`src/logic/rv_params.svh`:
```
/* widths, buffer depth and opcodes for the rv32i core
   BUF_DEPTH must be a power of two; it also sets the number of fetch credits */
`ifndef RV_PARAMS_SVH
`define RV_PARAMS_SVH

// datapath
`define XLEN        32
`define REG_ADDR_W  5

// instruction buffer entries, one fetch credit each
`define BUF_DEPTH   4

`define RESET_PC    32'h80000000

// major opcodes kept by this core
`define OP_REG      7'b0110011
`define OP_IMM      7'b0010011
`define OP_LUI      7'b0110111
`define OP_AUIPC    7'b0010111
`define OP_JAL      7'b1101111
`define OP_JALR     7'b1100111
`define OP_BRANCH   7'b1100011

`endif

```
`src/logic/rv_pkg.sv`:
```
/* shared types for the rv32i core
   inst_class_t only covers the kept opcodes, everything else is CLS_NONE */
`default_nettype none

`include "rv_params.svh"

package rv_pkg;

    typedef logic [`XLEN-1:0]       word_t;
    typedef logic [`XLEN-1:0]       addr_t;
    typedef logic [31:0]            inst_word_t;   // rv32 encoding, fixed
    typedef logic [`REG_ADDR_W-1:0] reg_idx_t;

    typedef enum logic [2:0] {
        CLS_R,
        CLS_I,      // op-imm and jalr
        CLS_U,      // lui, auipc
        CLS_J,
        CLS_B,
        CLS_NONE    // retires without a write
    } inst_class_t;

    typedef enum logic [3:0] {
        ALU_ADD,
        ALU_SUB,
        ALU_SLL,
        ALU_SLT,
        ALU_SLTU,
        ALU_XOR,
        ALU_SRL,
        ALU_SRA,
        ALU_OR,
        ALU_AND
    } alu_op_t;

    // one fetched word and the address it came from
    typedef struct packed {
        addr_t      pc;
        inst_word_t inst;
    } fetch_pkt_t;

    typedef struct packed {
        addr_t    pc;
        reg_idx_t rd;
        logic     we;
        word_t    wdata;   // result even when rd is x0
    } retire_t;

endpackage

`default_nettype wire

```
`src/logic/fetch_unit.sv`:
```
/* issues one fetch per credit; imem answers exactly one cycle later and never stalls
   a redirect restores all credits and drops the response due on the next cycle */
`default_nettype none

`include "rv_params.svh"

module fetch_unit
    import rv_pkg::*;
(
    input  logic       clk,
    input  logic       reset,
    output logic       imem_req,
    output addr_t      imem_addr,
    input  inst_word_t imem_rdata,
    input  logic       credit_return,
    input  logic       redirect,
    input  addr_t      redirect_pc,
    output logic       push_valid,
    output fetch_pkt_t push_pkt
);

    localparam int CREDIT_W = $clog2(`BUF_DEPTH + 1);

    logic [CREDIT_W-1:0] credits;
    logic                started;       // holds off the first request one cycle
    addr_t               pc;
    logic                inflight;      // response arrives this cycle
    addr_t               inflight_pc;

    assign imem_req  = started && (credits != '0);
    assign imem_addr = pc;

    always_ff @(posedge clk) begin
        if (reset) begin
            started  <= 1'b0;
            pc       <= `RESET_PC;
            credits  <= CREDIT_W'(`BUF_DEPTH);
            inflight <= 1'b0;
        end else begin
            started  <= 1'b1;
            inflight <= imem_req && !redirect;   // wrong-path response is dropped
            if (redirect) begin
                pc      <= redirect_pc;
                credits <= CREDIT_W'(`BUF_DEPTH);
            end else begin
                if (imem_req) begin
                    pc <= pc + 32'd4;
                end
                credits <= credits - CREDIT_W'(imem_req) + CREDIT_W'(credit_return);
            end
        end
    end

    // address of the request in flight
    always_ff @(posedge clk) begin
        if (imem_req) begin
            inflight_pc <= pc;
        end
    end

    // pair returning word with its address
    assign push_valid = inflight;
    assign push_pkt   = '{pc: inflight_pc, inst: imem_rdata};

endmodule

`default_nettype wire

```
`src/logic/inst_buffer.sv`:
```
/* fall-through instruction FIFO, no full flag since fetch credits guarantee room
   flush wins over a push or pop in the same cycle */
`default_nettype none

`include "rv_params.svh"

module inst_buffer
    import rv_pkg::*;
(
    input  logic       clk,
    input  logic       reset,
    input  logic       push_valid,
    input  fetch_pkt_t push_pkt,
    input  logic       pop,
    input  logic       flush,
    output logic       buf_valid,
    output fetch_pkt_t buf_pkt,
    output logic       credit_return
);

    localparam int PTR_W = $clog2(`BUF_DEPTH);
    localparam int CNT_W = $clog2(`BUF_DEPTH + 1);

    fetch_pkt_t       mem [`BUF_DEPTH];
    logic [PTR_W-1:0] wr_ptr;
    logic [PTR_W-1:0] rd_ptr;
    logic [CNT_W-1:0] count;

    assign buf_valid     = (count != '0);
    assign buf_pkt       = mem[rd_ptr];     // head visible without a pop
    assign credit_return = pop && !flush;   // redirect restores credits itself

    always_ff @(posedge clk) begin
        if (reset) begin
            wr_ptr <= '0;
            rd_ptr <= '0;
            count  <= '0;
        end else if (flush) begin
            wr_ptr <= '0;
            rd_ptr <= '0;
            count  <= '0;
        end else begin
            if (push_valid) begin
                wr_ptr <= wr_ptr + 1'b1;   // wraps at power-of-two depth
            end
            if (pop) begin
                rd_ptr <= rd_ptr + 1'b1;
            end
            count <= count + CNT_W'(push_valid) - CNT_W'(pop);
        end
    end

    always_ff @(posedge clk) begin
        if (push_valid) begin
            mem[wr_ptr] <= push_pkt;
        end
    end

endmodule

`default_nettype wire

```
`src/logic/decoder.sv`:
```
/* rv32i decode for alu, upper-immediate, jump and branch opcodes
   anything else decodes as CLS_NONE with a zero immediate */
`default_nettype none

`include "rv_params.svh"

module decoder
    import rv_pkg::*;
(
    input  inst_word_t  inst,
    output reg_idx_t    rs1,
    output reg_idx_t    rs2,
    output reg_idx_t    rd,
    output word_t       imm,
    output inst_class_t inst_class,
    output alu_op_t     alu_op,
    output logic [2:0]  funct3,
    output logic        is_jalr,
    output logic        is_lui
);

    logic [6:0] opcode;
    logic [6:0] funct7;

    assign opcode  = inst[6:0];
    assign funct7  = inst[31:25];
    assign funct3  = inst[14:12];
    assign rd      = inst[11:7];
    assign rs1     = inst[19:15];
    assign rs2     = inst[24:20];
    assign is_jalr = (opcode == `OP_JALR);
    assign is_lui  = (opcode == `OP_LUI);

    always_comb begin
        unique case (opcode)
            `OP_REG:              inst_class = CLS_R;
            `OP_IMM, `OP_JALR:    inst_class = CLS_I;
            `OP_LUI, `OP_AUIPC:   inst_class = CLS_U;
            `OP_JAL:              inst_class = CLS_J;
            `OP_BRANCH:           inst_class = CLS_B;
            default:              inst_class = CLS_NONE;
        endcase
    end

    // sign-extended immediate per format
    always_comb begin
        unique case (inst_class)
            CLS_I:   imm = {{20{inst[31]}}, inst[31:20]};
            CLS_U:   imm = {inst[31:12], 12'b0};
            CLS_J:   imm = {{12{inst[31]}}, inst[19:12], inst[20], inst[30:21], 1'b0};
            CLS_B:   imm = {{20{inst[31]}}, inst[7], inst[30:25], inst[11:8], 1'b0};
            default: imm = '0;   // R and NONE carry no immediate
        endcase
    end

    // jalr, lui, auipc, jal and branch targets all use ADD
    always_comb begin
        alu_op = ALU_ADD;
        if (inst_class == CLS_R || opcode == `OP_IMM) begin
            unique case (funct3)
                3'b000: alu_op = (inst_class == CLS_R && funct7[5]) ? ALU_SUB : ALU_ADD;
                3'b001: alu_op = ALU_SLL;
                3'b010: alu_op = ALU_SLT;
                3'b011: alu_op = ALU_SLTU;
                3'b100: alu_op = ALU_XOR;
                3'b101: alu_op = funct7[5] ? ALU_SRA : ALU_SRL;   // imm[10] for srai
                3'b110: alu_op = ALU_OR;
                3'b111: alu_op = ALU_AND;
                default: alu_op = ALU_ADD;
            endcase
        end
    end

endmodule

`default_nettype wire

```
`src/logic/regfile.sv`:
```
/* 32 x XLEN register file, two async reads, one write
   x0 ignores writes and always reads zero */
`default_nettype none

`include "rv_params.svh"

module regfile
    import rv_pkg::*;
(
    input  logic     clk,
    input  logic     reset,
    input  logic     we,
    input  reg_idx_t waddr,
    input  word_t    wdata,
    input  reg_idx_t raddr1,
    input  reg_idx_t raddr2,
    output word_t    rdata1,
    output word_t    rdata2
);

    localparam int NREGS = 1 << `REG_ADDR_W;

    word_t regs [NREGS];

    always_ff @(posedge clk) begin
        if (reset) begin
            for (int i = 0; i < NREGS; i++) begin
                regs[i] <= '0;
            end
        end else if (we && waddr != '0) begin
            regs[waddr] <= wdata;
        end
    end

    assign rdata1 = (raddr1 == '0) ? '0 : regs[raddr1];
    assign rdata2 = (raddr2 == '0) ? '0 : regs[raddr2];

endmodule

`default_nettype wire

```
`src/logic/execute_unit.sv`:
```
/* single-cycle execute; pops the buffer head whenever stall is low
   retire record and register write land at the edge after the pop */
`default_nettype none

`include "rv_params.svh"

module execute_unit
    import rv_pkg::*;
(
    input  logic       clk,
    input  logic       reset,
    input  logic       stall,
    input  logic       buf_valid,
    input  fetch_pkt_t buf_pkt,
    output logic       pop,
    output logic       redirect,
    output addr_t      redirect_pc,
    output logic       retire_valid,
    output retire_t    retire
);

    localparam int SHAMT_W = $clog2(`XLEN);

    reg_idx_t    rs1, rs2, rd;
    word_t       imm;
    inst_class_t inst_class;
    alu_op_t     alu_op;
    logic [2:0]  funct3;
    logic        is_jalr, is_lui;
    word_t       rs1_data, rs2_data;
    word_t       alu_a, alu_b, alu_res;
    logic        br_cond, taken, wen;
    word_t       link, wdata;

    decoder u_decoder (
        .inst       (buf_pkt.inst),
        .rs1        (rs1),
        .rs2        (rs2),
        .rd         (rd),
        .imm        (imm),
        .inst_class (inst_class),
        .alu_op     (alu_op),
        .funct3     (funct3),
        .is_jalr    (is_jalr),
        .is_lui     (is_lui)
    );

    regfile u_regfile (
        .clk    (clk),
        .reset  (reset),
        .we     (pop && wen),
        .waddr  (rd),
        .wdata  (wdata),
        .raddr1 (rs1),
        .raddr2 (rs2),
        .rdata1 (rs1_data),
        .rdata2 (rs2_data)
    );

    assign pop = buf_valid && !stall;

    // operand select, branches and jal compute their target here
    always_comb begin
        unique case (inst_class)
            CLS_I: begin
                alu_a = rs1_data;
                alu_b = imm;
            end
            CLS_U: begin
                alu_a = is_lui ? '0 : buf_pkt.pc;
                alu_b = imm;
            end
            CLS_J, CLS_B: begin
                alu_a = buf_pkt.pc;
                alu_b = imm;
            end
            default: begin
                alu_a = rs1_data;
                alu_b = rs2_data;
            end
        endcase
    end

    always_comb begin
        unique case (alu_op)
            ALU_ADD:  alu_res = alu_a + alu_b;
            ALU_SUB:  alu_res = alu_a - alu_b;
            ALU_SLL:  alu_res = alu_a << alu_b[SHAMT_W-1:0];
            ALU_SLT:  alu_res = word_t'($signed(alu_a) < $signed(alu_b));
            ALU_SLTU: alu_res = word_t'(alu_a < alu_b);
            ALU_XOR:  alu_res = alu_a ^ alu_b;
            ALU_SRL:  alu_res = alu_a >> alu_b[SHAMT_W-1:0];
            ALU_SRA:  alu_res = word_t'($signed(alu_a) >>> alu_b[SHAMT_W-1:0]);
            ALU_OR:   alu_res = alu_a | alu_b;
            ALU_AND:  alu_res = alu_a & alu_b;
            default:  alu_res = alu_a + alu_b;
        endcase
    end

    always_comb begin
        unique case (funct3)
            3'b000:  br_cond = (rs1_data == rs2_data);
            3'b001:  br_cond = (rs1_data != rs2_data);
            3'b100:  br_cond = ($signed(rs1_data) < $signed(rs2_data));
            3'b101:  br_cond = ($signed(rs1_data) >= $signed(rs2_data));
            3'b110:  br_cond = (rs1_data < rs2_data);
            3'b111:  br_cond = (rs1_data >= rs2_data);
            default: br_cond = 1'b0;
        endcase
    end

    assign taken = (inst_class == CLS_J) || (inst_class == CLS_I && is_jalr) ||
                   (inst_class == CLS_B && br_cond);
    assign redirect    = pop && taken;
    assign redirect_pc = is_jalr ? {alu_res[`XLEN-1:1], 1'b0} : alu_res;

    // write-back select
    assign wen   = (inst_class inside {CLS_R, CLS_I, CLS_U, CLS_J});
    assign link  = buf_pkt.pc + 32'd4;
    assign wdata = (inst_class == CLS_J || is_jalr) ? link : alu_res;

    always_ff @(posedge clk) begin
        if (reset) begin
            retire_valid <= 1'b0;
        end else begin
            retire_valid <= pop;
        end
    end

    always_ff @(posedge clk) begin
        if (pop) begin
            retire <= '{pc: buf_pkt.pc, rd: rd, we: wen, wdata: wdata};
        end
    end

endmodule

`default_nettype wire

```
`src/logic/rv_core.sv`:
```
/* rv32i core without loads, stores or csrs
   imem must answer every request with the word one cycle later */
`default_nettype none

module rv_core
    import rv_pkg::*;
(
    input  logic       clk,
    input  logic       reset,
    input  logic       stall,
    output logic       imem_req,
    output addr_t      imem_addr,
    input  inst_word_t imem_rdata,
    output logic       retire_valid,
    output retire_t    retire
);

    logic       push_valid;
    fetch_pkt_t push_pkt;
    logic       credit_return;
    logic       pop;
    logic       buf_valid;
    fetch_pkt_t buf_pkt;
    logic       redirect;     // also flushes the buffer
    addr_t      redirect_pc;

    fetch_unit u_fetch (
        .clk           (clk),
        .reset         (reset),
        .imem_req      (imem_req),
        .imem_addr     (imem_addr),
        .imem_rdata    (imem_rdata),
        .credit_return (credit_return),
        .redirect      (redirect),
        .redirect_pc   (redirect_pc),
        .push_valid    (push_valid),
        .push_pkt      (push_pkt)
    );

    inst_buffer u_buffer (
        .clk           (clk),
        .reset         (reset),
        .push_valid    (push_valid),
        .push_pkt      (push_pkt),
        .pop           (pop),
        .flush         (redirect),
        .buf_valid     (buf_valid),
        .buf_pkt       (buf_pkt),
        .credit_return (credit_return)
    );

    execute_unit u_execute (
        .clk          (clk),
        .reset        (reset),
        .stall        (stall),
        .buf_valid    (buf_valid),
        .buf_pkt      (buf_pkt),
        .pop          (pop),
        .redirect     (redirect),
        .redirect_pc  (redirect_pc),
        .retire_valid (retire_valid),
        .retire       (retire)
    );

endmodule

`default_nettype wire

```
`config.mk`:
```
export PLATFORM = sky130hd
export DESIGN_NAME = rv_core
export DESIGN_NICKNAME = d
export VERILOG_FILES = /design/src/logic/rv_pkg.sv /design/src/logic/fetch_unit.sv /design/src/logic/inst_buffer.sv /design/src/logic/decoder.sv /design/src/logic/regfile.sv /design/src/logic/execute_unit.sv /design/src/logic/rv_core.sv
export VERILOG_INCLUDE_DIRS = /design/src /design/src/logic
export SDC_FILE = /design/constraint.sdc
export NUM_CORES = 2
export LEC_CHECK = 0
export ABC_AREA = 0
export BUFFER_PORTS_ARGS = -buffer_cell sky130_fd_sc_hd__buf_2
export CORE_MARGIN = 4
export CORE_UTILIZATION = 55
export DETAILED_ROUTE_END_ITERATION = 8
export PLACE_DENSITY = 0.79
export SYNTH_ARGS = -nofsm -noshare
export SYNTH_HDL_FRONTEND = slang
export SYNTH_SLANG_ARGS = --single-unit
```
`constraint.sdc`:
```
create_clock -name clk -period 25.1 [get_ports clk]
set_clock_uncertainty 0.1 [all_clocks]
set_input_delay 3.765 -clock clk [delete_from_list [all_inputs] [get_ports clk]]
set_output_delay 3.765 -clock clk [all_outputs]
set_load 0.005 [all_outputs]
```
### Yosys cells after proc, flatten, opt, wreduce, memory -nomap -nowiden

Memory sizes are Yosys's and may differ from the RTL's. A register that Yosys moved wholly into a read port is not among the register bits.
Cells that the tools add are included.

| word-level totals | value |
|---|---|
| logic and storage cells | 127 |
| input port bits | 35 |
| flip-flop bits (word level) | 147 |
| memories kept | 2 |
| output and inout bits | 104 |
| bits in writable memories | 1280 |

Memories:

| memory | words | bits a word | rd ports | clocked after memory_dff | write ports | RTL line | text |
|---|---|---|---|---|---|---|---|
| u_execute.u_regfile.regs | 32 | 32 | 2 | 0 | 32 | regfile.sv:23 | `word_t regs [NREGS];` |
| u_buffer.mem | 4 | 64 | 1 | 1 | 1 | inst_buffer.sv:24 | `` fetch_pkt_t mem [`BUF_DEPTH]; `` |

| operators by class | value |
|---|---|
| multiplexer cells | 30 |
| $add $sub $neg | 10 |
| shift-type cells | 3 |
| equal/unequal tests | 29 |
| bitwise logic cells | 3 |
| $lt $le $gt $ge | 6 |
| reductions and logical operators | 31 |

Operator list:

| cell | count |
|---|---|
| 32-bit case mux with 9 select lines | 1 |
| 32-bit 2-to-1 mux | 8 |
| 32-bit less-than comparator | 4 |
| 32-bit case mux with 4 select lines | 1 |
| 32-bit by 3-bit adder with 32-bit output, second input constant | 2 |
| 32-bit greater-or-equal comparator | 2 |
| 32-bit case mux with 2 select lines | 1 |
| 32-bit adder | 1 |
| 32-bit AND | 1 |
| 32-bit == test | 1 |
| 32-bit != test | 1 |
| 32-bit bitwise OR | 1 |
| 4-bit case mux with 8 select lines | 1 |
| 32-bit OR reduction | 1 |
| 32-bit by 5-bit << shifter with 32-bit output | 1 |
| 32-bit by 5-bit right shift with 32-bit output | 1 |
| 32-bit by 5-bit >>> shifter with 32-bit output | 1 |
| 32-bit subtractor | 1 |
| 32-bit bitwise XOR | 1 |
| 7-bit == test, second input constant | 3 |
| 4-bit by 3-bit == test with 1-bit output, second input constant | 4 |
| 3-bit == test, second input constant | 5 |
| 3-bit case mux with 5 select lines | 1 |
| 7-bit by 5-bit == test with 1-bit output, second input constant | 2 |
| 25 further kinds | 66 |

### Longest topological paths before layout

| logic depth | value |
|---|---|
| word-level depth | 12 |
| gate-level depth with buffers | 32 |
| mapped depth without buffers | 24 |

### Hierarchy

Synthesis repeated with hierarchy kept, for this count alone.

| unflattened totals | value |
|---|---|
| cells, all modules | 6314 |
| area total of the unflattened synthesis | 83197.3 µm² |

Modules (own cells, without submodules):

| module | seq. area each (µm²) | cells each | area each (µm²) | times used |
|---|---|---|---|---|
| regfile | 30749.5 | 3502 | 54253.3 | 1 |
| execute_unit | 2122.0 | 1991 | 15033.2 | 1 |
| inst_buffer | 7867.5 | 380 | 9763.1 | 1 |
| fetch_unit | 1701.6 | 317 | 3295.7 | 1 |
| decoder | 0.0 | 124 | 852.1 | 1 |

### Worst setup path after synthesis

Ideal clock, no wire load.

| path | value |
|---|---|
| path type | register to register |
| start | reg (tool-made name) |
| end | mem u_execute.u_regfile.regs[1][27] in the netlist's numbering (data pin) |
| setup time | 0.265 ns |
| path buffers | 11 |
| arrival | 7.558 ns |
| required time | 24.735 ns |
| path slack | 17.177 ns |
| period minus slack after synthesis | 7.923 ns |
| stages on the path, launching flop included | 31 |
| path through | dfxtp_1 -> buf_6 -> buf_6 -> mux4_2 -> buf_4 -> buf_6 -> buf_4 -> buf_2 -> clkbuf_1 -> buf_1 -> buf_1 -> mux4_2 -> mux4_2 -> a22oi_1 -> o21a_1 -> ha_1 -> clkbuf_1 -> nor2b_1 -> o21bai_1 -> a21oi_1 -> a2111o_1 -> a21oi_1 -> o41ai_1 -> o21ai_0 -> o41ai_1 -> o22ai_1 -> o21ai_0 -> o311ai_1 -> o21ai_1 -> buf_4 -> nor2_1 |

RTL lines:

| element | RTL line |
|---|---|
| end: declaration | regfile.sv:23 |

==> out/qor.csv <==
stage;metric;value;unit
floorplanning;coreArea;144000;um2
synth;syn_inst;6506;
grt;grt-ovfl-total;0;
synth;yosys-top-cells-count;edfxtp_1 (1382), nor2_1 (1314), mux2i_1 (600), mux4_2 (439), nand2_1 (346);
synth;ys_seq_area_share;53.0;%
clock_network;cts_tree;yes;
run;drv_cap;1;
cells_and_area;fin_area;87800;um2
clock_network;cts_buffers;148;
worst_setup_path;cp_top_family;compound AO/OA/AOI/OAI gates;
clock_network;postCtsSetupRepairBufs;0;
routing;ant_nets;0;
timing;maxSlewViolCount;2;
clock_network;worstSkewPairLatency;0.83;ns
cells_and_area;fillers;10800;
worst_setup_path;critPathLaunchType;register;
timing;setup_viol;0;
timing;fmax;90.3;MHz
synth;syn-cell-area;80100;um2
worst_setup_path;endpoint_kind;register;
grt;grt_use_total;43.0;%
grt;grt_pass1_vias;62000;
clock_network;cts-hold-fix-buffers;0;
synth;ys_types;98;
cells_and_area;fin_nets;6683;
worst_setup_path;crit_chain;mux4_4 > buf_4 > buf_4 > mux4_2 > a22oi_1 > nand2_1 > a221oi_2 > inv_1 > ha_1 > nor4_1 > nand2_1 > nand4b_1 > a2111o_1 > nand3_1 > nand2_1 > o41ai_1 > o31a_1 > xnor2_1 > nand2_1 > a31oi_4 > nor2_1;
worst_setup_path;arrival;11.44;ns
routing;drc;0;
timing;maxSlewHeadroom;-5.66;%
clock_network;clock_path_buffers;3;
timing;hold_viol;0;
worst_setup_path;crit_top_cell;nand2_1;
floorplanning;num_rows;139;
worst_setup_path;worstSetupPathType;register to register;
routing;viasPerCell;7.48;
placement;io_buffers;138;
routing;finalWirelength;333000;um
timing;tns;0;ns
synth;synth_top_area_share;51.8;%
cells_and_area;layout-drive-gt1-share;18.6;%
placement;placedCellCount;8257;
worst_setup_path;r2r.worst_path.cells;21;
timing;finalCritPeriodShare;44.1;%
clock_network;cts-root-buf;clkbuf_16;
clock_network;clock-sinks;1429;
synth;synth.area.top_cells;edfxtp_1 (52%), mux4_2 (12%), mux2i_1 (7.5%), nor2_1 (6.2%), ha_1 (2.2%);
cells_and_area;area_growth;9.62;%
placement;dp_hpwl;218000;um
grt;grt_pass1_wl;462000;um
routing;firstDrtPassIters;9;
worst_setup_path;slowest_stage;o41ai_1;
worst_setup_path;cp_num_buf_inv;3;
placement;gp_congestion;1.06;
synth;yosysWarnings;0;
floorplanning;die_w;390;um
synth;ys.flop_type;edfxtp_1;
placement;dpl_cell_area;82900;um2
clock_network;clk_pin_slew;0.06;ns
timing;fin_crit;11.08;ns
synth;avgSynthCellArea;12.3;um2
routing;wl_per_cell;39.0;um
synth;synthArstFlopShare;0;%
grt;grt_antenna_before_repair;20;
worst_setup_path;path_depth;21;
floorplanning;die_y;390;um
synth;synth_edf_count;1382;
synth;synth_most_common_cell;edfxtp_1;
grt;grt_max_degree;112;
cells_and_area;instances_no_fill;8542;
worst_hold_path;hold_depth;0;
worst_setup_path;crit_required;25.47;ns
clock_network;cts_resized;0;
routing;vias;63900;
worst_setup_path;crit_fanout;45;
synth;ys_ff_latch;1429;
floorplanning;num_io_pins;139;
timing;worst_pin_slew;1.57;ns
floorplanning;initial_core_util;55.6;%
synth;synth_top_area_cell;edfxtp_1;
routing;first_iter_violations;11300;
floorplanning;dieArea;152000;um2
clock_network;h-tree-depth;4;
timing;rsz0062_at_grt;false;
outcome;violations;max-capacitance violations, max-slew violations;
outcome;status;finished with violations;
worst_setup_path;slowest_delay;1.12;ns
worst_hold_path;hp-class;register to register;
==> flip-flops by register name, summed over array words and instances, names as in the netlist, named ones only <==
signal	cells
u_execute.u_regfile.regs	1024
u_buffer.wr_ptr	2
u_fetch.credits	3
u_buffer.mem	256
u_buffer.count	3
u_fetch.started	1
u_fetch.inflight_pc	32
u_fetch.imem_addr	32
u_buffer.rd_ptr	2
u_execute.retire_valid	1
u_fetch.push_valid	1
u_execute.retire	70
==> kinds of logic after synthesis <==
group / Yosys count / synth area share (%)
flops: 1429 / 53.0
compound gates: 955 / 8.62
simple gates: 2117 / 11.0
fa+ha+maj: 143 / 2.27
buf+inv: 717 / 4.09
other cells: 1 / 0.00468
mux: 1057 / 20.1
xor+xnor: 87 / 0.951
==> path summary, 6_finish.rpt <==
path                            slack [ns]                               from                                             end
worst min register to register        0.40  u_fetch.inflight_pc[28]$_DFFE_PP_                   u_buffer.mem[1][60]$_DFFE_PP_
worst min-delay path                  0.40  u_fetch.inflight_pc[28]$_DFFE_PP_                   u_buffer.mem[1][60]$_DFFE_PP_
worst max-delay path                 14.02                           register  u_execute.u_regfile.regs[14][30]$_SDFFCE_PN0P_
worst max register to register       14.02                           register  u_execute.u_regfile.regs[14][30]$_SDFFCE_PN0P_
==> metal layers <==
metal  vias up  share of wire [%]  wire, um  track usage [%]
met2      6379                 44    145000             64.7
li1      24700                  -         -                -
met5         -              0.048       160            0.447
met3      1872                 15     49200             14.6
met1     31000                 32    106000             51.5
met4        12                9.7     32300             31.9
==> cells in the final DEF, fill, tap and decap left out, types with 42 or more instances in the layout <==
cell type     n
a211oi_1     49
a21oi_1     196
buf_2       138
inv_1       131
clkbuf_16   148
mux4_2      434
nor3_1      169
nand3_1      88
nor2_1     1307
o32ai_1      67
buf_4       233
a22oi_1     102
nand2_2      42
o21ai_0      87
mux2i_1     600
xnor2_1      56
o22ai_1      70
edfxtp_1   1382
ha_1        139
nand2_1     304
dfxtp_1      45
==> cell type report <==
class,instances,area [um2],share of cell area [%]
Sequential cell,1429,42400,48.3
Multi-Input combinational cell,4391,34900,39.8
Clock buffer,181,3890,4.43
Timing Repair Buffer,375,2510,2.86
Tap cell,1903,2380,2.71
Clock inverter,94,1040,1.18
Inverter,160,608,0.692
Antenna cell,9,22.5,0.0256
==> metrics by stage <==
stage / setup WS, ns / hold WS [ns] / utilization, %
5_1_grt: 13.66 / 0.416 / 60.9
3_3_place_gp: 14.70 / 0.365 / 57.5
3_5_place_dp: 14.49 / 0.380 / 57.5
4_1_cts: 14.41 / 0.384 / 60.9
6_report: 14.02 / 0.398 / 60.9
2_1_floorplan: 17.18 / 0.350 / -
==> worst register-to-register path, cell delays in order (launching register included) <==
cell	delay, ns
dfxtp_4	0.82
mux4_4	1.12
buf_4	0.79
buf_4	0.81
mux4_2	0.64
a22oi_1	0.23
nand2_1	0.24
a221oi_2	0.86
inv_1	0.18
ha_1	0.43
nor4_1	0.44
nand2_1	0.14
nand4b_1	0.29
a2111o_1	0.51
nand3_1	0.09
nand2_1	0.20
o41ai_1	1.13
o31a_1	0.28
xnor2_1	0.14
nand2_1	0.15
a31oi_4	1.00
nor2_1	0.18
Power is not shown: default switching activity piles up to over one toggle a cycle in this logic, so the estimate is an artifact.
